<file path="config.mk">
export PLATFORM = sky130hd
export DESIGN_NAME = radix4_multiplier
export DESIGN_NICKNAME = d
export VERILOG_FILES = /design/src/mul_pkg.sv /design/src/radix4_multiplier.sv /design/src/mul_accum.sv /design/src/mul_ctrl.sv /design/src/radix4_pp_array.sv
export SDC_FILE = /design/constraint.sdc
export NUM_CORES = 1
export LEC_CHECK = 0
export BUFFER_PORTS_ARGS = -buffer_cell sky130_fd_sc_hd__buf_2
export CAP_MARGIN = 40
export CORE_ASPECT_RATIO = 2
export CORE_MARGIN = 2
export CORE_UTILIZATION = 35
export DETAILED_ROUTE_END_ITERATION = 8
export SYNTH_ARGS = -nofsm -noshare
export SYNTH_HDL_FRONTEND = slang
export SYNTH_SLANG_ARGS = --single-unit
export TNS_END_PERCENT = 100
</file>
<file path="constraint.sdc">
create_clock -name ctl_clk -period 13.19 [get_ports ctl_clk]
set_input_delay 1.319 -clock ctl_clk [delete_from_list [all_inputs] [get_ports ctl_clk]]
set_output_delay 1.319 -clock ctl_clk [all_outputs]
set_load 0.03 [all_outputs]
</file>
<file path="src/mul_pkg.sv">
// radix-4 multiplier package: word width, defaults, vector types and controller states
package mul_pkg;

    // operand and result width, fixed for the whole design
    localparam int DATA_W = 32;

    // radix-4 digits handled per clock step
    // DATA_W has to divide evenly by 2*DIGITS
    localparam int DEF_DIGITS = 4;

    // low product bits dropped from the output word
    // valid range 0 .. DATA_W
    localparam int DEF_FRAC_BITS = 8;

    // operand or result word
    typedef logic [DATA_W-1:0] word_t;

    // full double-width product
    typedef logic [2*DATA_W-1:0] product_t;

    // step counter
    // 8 bits covers any legal digit count
    typedef logic [7:0] step_cnt_t;

    // controller states
    // st_idle  waiting for trigger, ready high
    // st_calc  shift-accumulate steps, then the finish cycle
    // st_done  result valid, ready high, new trigger accepted
    typedef enum logic [1:0] {
        st_idle = 2'h0,
        st_calc = 2'h1,
        st_done = 2'h2
    } mul_state_e;

endpackage
</file>
<file path="src/radix4_multiplier.sv">
// radix-4 multi-cycle fixed-point multiplier top level with trigger/ready/done handshake
`timescale 1ns/100ps

module radix4_multiplier #(
    parameter int DIGITS    = mul_pkg::DEF_DIGITS,
    parameter int FRAC_BITS = mul_pkg::DEF_FRAC_BITS
) (
    input  logic           ctl_clk,
    input  logic           arst_n,
    input  mul_pkg::word_t a,
    input  mul_pkg::word_t b,
    input  logic           trigger,
    output logic           ready,
    output logic           done,
    output mul_pkg::word_t y
);
    import mul_pkg::*;

    // controller strobes
    logic load;
    logic step;
    logic finish;

    // datapath to array link
    word_t                     mcand;
    logic [2*DIGITS-1:0]       mplier_slice;
    word_t                     acc_hi;
    logic [DATA_W+2*DIGITS-1:0] part_sum;

    mul_ctrl #(
        .DIGITS (DIGITS)
    ) u_ctrl (
        .ctl_clk (ctl_clk),
        .arst_n  (arst_n),
        .trigger (trigger),
        .ready   (ready),
        .done    (done),
        .load    (load),
        .step    (step),
        .finish  (finish)
    );

    mul_accum #(
        .DIGITS    (DIGITS),
        .FRAC_BITS (FRAC_BITS)
    ) u_accum (
        .ctl_clk      (ctl_clk),
        .arst_n       (arst_n),
        .a            (a),
        .b            (b),
        .load         (load),
        .step         (step),
        .finish       (finish),
        .mcand        (mcand),
        .mplier_slice (mplier_slice),
        .acc_hi       (acc_hi),
        .part_sum     (part_sum),
        .y            (y)
    );

    // one slice of DIGITS radix-4 digits per clock step
    radix4_pp_array #(
        .DIGITS (DIGITS)
    ) u_pp_array (
        .mcand        (mcand),
        .mplier_slice (mplier_slice),
        .acc_hi       (acc_hi),
        .part_sum     (part_sum)
    );

endmodule

</file>
<file path="src/mul_accum.sv">
// multiplier datapath: operand registers, shift-accumulate product and fixed-point output
`timescale 1ns/100ps

module mul_accum #(
    parameter int DIGITS    = mul_pkg::DEF_DIGITS,
    parameter int FRAC_BITS = mul_pkg::DEF_FRAC_BITS
) (
    input  logic                                  ctl_clk,
    input  logic                                  arst_n,
    input  mul_pkg::word_t                        a,
    input  mul_pkg::word_t                        b,
    input  logic                                  load,
    input  logic                                  step,
    input  logic                                  finish,
    output mul_pkg::word_t                        mcand,
    output logic [2*DIGITS-1:0]                   mplier_slice,
    output mul_pkg::word_t                        acc_hi,
    input  logic [mul_pkg::DATA_W+2*DIGITS-1:0]   part_sum,
    output mul_pkg::word_t                        y
);
    import mul_pkg::*;

    // multiplier bits consumed per step
    localparam int SLICE_W = 2 * DIGITS;

    word_t    mcand_q;
    word_t    mplier_q;
    product_t prod_q;
    word_t    y_q;

    // new upper half from the array joined with the untouched lower half
    logic [2*DATA_W+SLICE_W-1:0] prod_cat;

    assign prod_cat = {part_sum, prod_q[DATA_W-1:0]};

    assign mcand        = mcand_q;
    assign mplier_slice = mplier_q[SLICE_W-1:0];
    assign acc_hi       = prod_q[2*DATA_W-1:DATA_W];
    assign y            = y_q;

    // operand and product registers
    always_ff @(posedge ctl_clk) begin
        if (load) begin
            mcand_q  <= a;
            mplier_q <= b;
            prod_q   <= '0;
        end else if (step) begin
            // next slice of multiplier digits moves to the bottom
            mplier_q <= mplier_q >> SLICE_W;
            // sum goes on top, finished low bits slide down one slice
            prod_q   <= prod_cat[2*DATA_W+SLICE_W-1:SLICE_W];
        end
    end

    // output word, held until the next finish
    always_ff @(posedge ctl_clk or negedge arst_n) begin
        if (!arst_n) begin
            y_q <= '0;
        end else if (finish) begin
            // drop FRAC_BITS low bits, keep one word above them
            y_q <= prod_q[FRAC_BITS +: DATA_W];
        end
    end

    // host must present known operands on the accepting edge
    a_known_operands : assert property (
        @(posedge ctl_clk) disable iff (!arst_n) load |-> !$isunknown({a, b})
    );

endmodule

</file>
<file path="src/mul_ctrl.sv">
// multiplier controller: state machine, step counter, ready/done and datapath strobes
`timescale 1ns/100ps

module mul_ctrl #(
    parameter int DIGITS = mul_pkg::DEF_DIGITS
) (
    input  logic ctl_clk,
    input  logic arst_n,
    input  logic trigger,
    output logic ready,
    output logic done,
    output logic load,
    output logic step,
    output logic finish
);
    import mul_pkg::*;

    // clock steps per operation, 4 with the defaults
    localparam int        STEPS    = DATA_W / (2 * DIGITS);
    localparam step_cnt_t LAST_CNT = step_cnt_t'(STEPS);

    mul_state_e state_q;
    mul_state_e state_d;
    step_cnt_t  cnt_q;
    logic       done_q;

    // host may start a new operation in idle or in the done cycle
    assign ready = (state_q == st_idle) || (state_q == st_done);

    // accepted trigger loads operands and clears the product
    assign load = ready && trigger;

    // accumulate while steps remain
    assign step = (state_q == st_calc) && (cnt_q < LAST_CNT);

    // one extra calc cycle to latch the output slice
    assign finish = (state_q == st_calc) && (cnt_q == LAST_CNT);

    assign done = done_q;

    // next state
    always_comb begin
        state_d = state_q;
        case (state_q)
            st_idle: begin
                if (trigger) begin
                    state_d = st_calc;
                end
            end
            st_calc: begin
                // counter at step count means finish is high this cycle
                if (cnt_q == LAST_CNT) begin
                    state_d = st_done;
                end
            end
            st_done: begin
                // back-to-back start, or drop to idle
                if (trigger) begin
                    state_d = st_calc;
                end else begin
                    state_d = st_idle;
                end
            end
            default: begin
                state_d = st_idle;
            end
        endcase
    end

    always_ff @(posedge ctl_clk or negedge arst_n) begin
        if (!arst_n) begin
            state_q <= st_idle;
            cnt_q   <= '0;
            done_q  <= 1'b0;
        end else begin
            state_q <= state_d;
            // restart count on every accepted operation
            if (load) begin
                cnt_q <= '0;
            end else if (step) begin
                cnt_q <= cnt_q + step_cnt_t'(1);
            end
            // done lands on the same edge as the output word
            done_q <= finish;
        end
    end

    // done is a single-cycle pulse even with back-to-back operations
    a_done_pulse : assert property (
        @(posedge ctl_clk) disable iff (!arst_n) done |=> !done
    );

    // accumulation runs on into the finish cycle, host kept waiting throughout
    a_step_busy : assert property (
        @(posedge ctl_clk) disable iff (!arst_n) step |=> (step || finish) && !ready
    );

endmodule

</file>
<file path="src/radix4_pp_array.sv">
// radix-4 partial product chain: adds one multiplier slice times the multiplicand to acc_hi
`timescale 1ns/100ps

module radix4_pp_array #(
    parameter int DIGITS = mul_pkg::DEF_DIGITS
) (
    input  mul_pkg::word_t                           mcand,
    input  logic [2*DIGITS-1:0]                      mplier_slice,
    input  mul_pkg::word_t                           acc_hi,
    output logic [mul_pkg::DATA_W+2*DIGITS-1:0]      part_sum
);
    import mul_pkg::*;

    // one row is the multiplicand plus two guard bits
    // 3*mcand + (previous row >> 2) still fits in this width
    typedef logic [DATA_W+1:0] row_t;

    // multiple table, x0 and x1 need no logic
    row_t mult_x2;
    row_t mult_x3;

    // running sum after each digit
    row_t row_sum [DIGITS];

    // x2 is a plain shift
    assign mult_x2 = {1'b0, mcand, 1'b0};

    // x3 needs the one real adder of the table
    assign mult_x3 = {2'b00, mcand} + mult_x2;

    for (genvar i = 0; i < DIGITS; i++) begin : g_row
        logic [1:0] digit;
        row_t       multiple;
        row_t       prev;

        // digit i of this slice, lsb first
        assign digit = mplier_slice[2*i +: 2];

        // pick the multiple for this digit
        always_comb begin
            case (digit)
                2'b00:   multiple = '0;
                2'b01:   multiple = {2'b00, mcand};
                2'b10:   multiple = mult_x2;
                default: multiple = mult_x3;
            endcase
        end

        if (i == 0) begin : g_first
            // upper product half enters as the starting row
            assign prev = {2'b00, acc_hi};
        end else begin : g_next
            // previous row moved down by one radix-4 digit
            assign prev = {2'b00, row_sum[i-1][DATA_W+1:2]};
        end

        assign row_sum[i] = multiple + prev;

        // two low bits of each row are final product bits
        assign part_sum[2*i +: 2] = row_sum[i][1:0];
    end

    // top of the last row forms the new upper half
    assign part_sum[2*DIGITS +: DATA_W] = row_sum[DIGITS-1][DATA_W+1:2];

endmodule

</file>
==> run metrics <==
FF+latch count, synth 163; mapped cell area 16160 µm²; Crit Path Max Fanout 10; max-slew violation total from the final report 0; MaxCap Viol Count 0; Setup-failing EPs final 0; Synthesized Nets about 2200; Core Area 45690 µm²; Synth Instances 1942; # DRC 0; First-pass DRT Iterations 5; Slew headroom between 30% and 40%; Syn Area/Cell 8.319 µm²; Setup CP Type reg -> reg; setup repair bufs after CTS 0; Top FF cell, synth edfxtp_1; Tightest Pin Transition 0.9463 ns; routability cong. 0.9632; DIE HEIGHT 307.8 µm; die area 48000 µm²; H-tree Lvls 4; synth warn 0; CTS tree done; vias per cell 5.855; Leak Pwr 0.008217 µW; fin crit period ~11 ns; initial DRC count 990; Chip Width between 150 and 200 µm; post-CTS sizing 0; worst hold path class reg -> reg; Final Cycle Share between 80% and 90%; Antenna Nets Post-Route 0; largest net degree at the start of global routing 73; Clk Latency, worst-skew pair 0.47 ns; number of synthesized flops with an enable pin 64; Worst EP required 13.54 ns; ys async rst share 26.38%; ant diodes 0; Post-Route WL about 57 mm; global-route wire length before repair 86.83 mm; final hold slack 0.4600 ns; setup tns final 0 ns; layout cell share with drive strength beyond 1 14.24%; Starting Density 35.36%; CTS Hold Buffers Added 0; Peak supply drop roughly 87 µV; io pins 101; Layout area overhead 10.97%; Filler cells between 4000 and 5000; routed length per placed instance 22.16 µm; status finished, final reports clean; fin cells roughly 2600; vias in the first global route around 15000; clk slew on worst S/H paths 0.08 ns; CP endpoint kind register; max incr delay on CP a little under 0.6 ns; via count between 15000 and 20000; post-synth cell types 73; Data arrival, critical path 11.71 ns; crit path max-delay cell type nor3_1; Final Instance Area 17930 µm²; global route overflow 0; PwrDens 60.10 nW/µm²; Bufs on Longest Clock Path 2; Clock Sinks 163; Clock Skews 0.02190 ns; total CTS buffers 17; cell area after placement about 17000 µm²; Critical Path Start Type register; GRT Overall Usage 24.01%; Final Hold Violating Endpoints 0; share of the yosys chip area belonging to registers approximately 25%; Post-Place Cells ~2500; Max Freq 0.08808 GHz; initial antenna violation count 2; placed wire-length estimate ~44 mm; crit-path most repeated cell nor2_1; site row count 111; RSZ-0062 raised after global routing false; Root Buffer Master clkbuf_16; buffers added on ports 100; final net count ~2200
## metal layers
metal  vias up  track usage, %  wire (µm)
met5         -               0         21
li1       7287               -          -
met3       226           2.603       1866
met4         4           23.62       6459
met2       503           43.67      29520
met1      7086           22.75      19290
## placed cells by master, fill, tap and decap left out, types with 5 or more instances in the layout
cell | Yosys | layout
mux2i_1 | 27 | 27
nand2_1 | 269 | 268
a22o_1 | 77 | 77
nand4_1 | 10 | 10
nor2_1 | 115 | 114
xor2_1 | 42 | 42
or3_1 | 10 | 9
mux2_2 | 98 | 98
and2_1 | 22 | 22
o221ai_1 | 18 | 18
nand2b_1 | 25 | 25
nor2b_1 | 30 | 27
ha_1 | 163 | 163
o22ai_1 | 6 | 6
a21o_1 | 60 | 60
a31oi_1 | 13 | 13
o31ai_1 | 8 | 8
dfxtp_1 | 56 | 56
or2_2 | 7 | 7
a211oi_1 | 20 | 20
o21bai_1 | 17 | 17
and3_1 | 11 | 11
inv_1 | 49 | 48
nand3_1 | 72 | 72
clkbuf_16 | 0 | 19
a22oi_1 | 5 | 5
fa_1 | 5 | 5
o31a_1 | 5 | 5
o211ai_1 | 14 | 14
nor3_1 | 35 | 33
edfxtp_1 | 64 | 64
o21ai_0 | 122 | 122
o21ai_1 | 7 | 7
buf_4 | 0 | 18
buf_2 | 0 | 100
a21oi_1 | 146 | 146
o21a_1 | 26 | 26
a211o_1 | 7 | 7
xnor2_1 | 94 | 94
dfrtp_1 | 43 | 43
## metrics by stage
| step | util [%] | setup slack, ns | total power, µW |
|---|---|---|---|
| final | 39.24 | 1.837 | 1078 |
| after global routing | 39.24 | 0.9757 | 1108 |
| after CTS | 39.24 | 1.842 | 1093 |
| after detailed placement | 37.87 | 1.916 | 547.3 |
| after global placement | 37.69 | 1.902 | 546.5 |
| after floorplan | - | 4.024 | 533.6 |
## worst paths after layout
kind,startpoint,to,slack (ns),cells after the start
worst min-delay path,u_accum.prod_q[11]$_SDFFE_PP0P_,u_accum.prod_q[11]$_SDFFE_PP0P_,0.46,2
min in group asynchronous,arst_n,u_accum.y[26]$_DFFE_PN0P_,0.71,1
worst max-delay path,u_accum.mcand[4]$_DFFE_PP_,u_accum.prod_q[62]$_SDFFE_PP0P_,1.84,48
max in group asynchronous,arst_n,u_ctrl.cnt_q[0]$_DFFE_PN0P_,12.00,2
worst max register to register,u_accum.mcand[4]$_DFFE_PP_,u_accum.prod_q[62]$_SDFFE_PP0P_,1.84,48
worst min register to register,u_accum.prod_q[11]$_SDFFE_PP0P_,u_accum.prod_q[11]$_SDFFE_PP0P_,0.46,2
## cell type report
type                            instances  area (µm²)  share of cell area (%)
Clock inverter                         13       147.6                  0.8235
Multi-Input combinational cell       1649       11580                   64.58
Sequential cell                       163        4119                   22.97
Clock buffer                           19       475.5                   2.652
Tap cell                              565       706.9                   3.943
Timing Repair Buffer                  122       718.2                   4.006
Inverter                               49       183.9                   1.026
## synthesized netlist by cell type, drive strengths merged (7+ instances only)
cell type	n	area, µm²
a211o	7	61.31
xor2	42	367.9
o31a	7	63.81
nor3	37	195.2
mux2i	27	270.3
buf	13	48.80
and2	23	146.4
a31oi	13	81.33
nand4	10	62.56
a211oi	22	175.2
xnor2	94	823.3
nand2	269	1010
clkbuf	68	255.2
inv	49	183.9
o211ai	14	105.1
or3	10	62.56
nor2b	30	187.7
a21oi	148	748.2
a21o	60	450.4
or2	7	43.79
nand3	72	360.4
ha	163	2039
nand2b	25	156.4
nor2	115	431.7
dfxtp	56	1121
o31ai	8	60.06
o21a	26	195.2
o21ai	130	654.4
and3	11	68.82
mux2	98	1104
o21bai	17	127.6
dfrtp	43	1076
edfxtp	64	1922
a22o	77	674.4
o221ai	18	157.7
## critical path: cells and delay by family (launching register included)
family                     cells  cell delay (ns)
xor gates and xnor gates       4             0.78
buffers and inverters          1             0.09
and+or+nand+nor               15             2.93
adders and majority gates      5             1.92
muxes                          1             0.30
DFF                            1             0.56
AOI/OAI and AO/OA             22             4.64
## kinds of logic after synthesis
kind of cell | after synthesis | share of synthesized area, %
mux | 125 | 8.504
flops | 163 | 25.50
fa+ha+maj | 168 | 13.24
simple gates | 620 | 17.43
xor+xnor | 136 | 7.373
compound gates | 600 | 24.94
buf+inv | 130 | 3.020
## flip-flops by register name (all words and copies together), names as in the netlist
| name | cells |
|---|---|
| u_accum.y | 32 |
| u_accum.mcand | 32 |
| u_ctrl.cnt_q | 8 |
| u_ctrl.state_q | 2 |
| u_ctrl.done | 1 |
| u_accum.mplier_q | 32 |
| u_accum.prod_q | 56 |
## where the power goes
| group | leakage [µW] | internal, µW | switching, µW |
|---|---|---|---|
| logic | 0.00640 | 7.42 | 6.13 |
| clock network | 0.000308 | 278 | 263 |
| registers | 0.00151 | 522 | 0 |
| total | 0.00822 | 808 | 269 |
(Power assumes the default switching activity.)
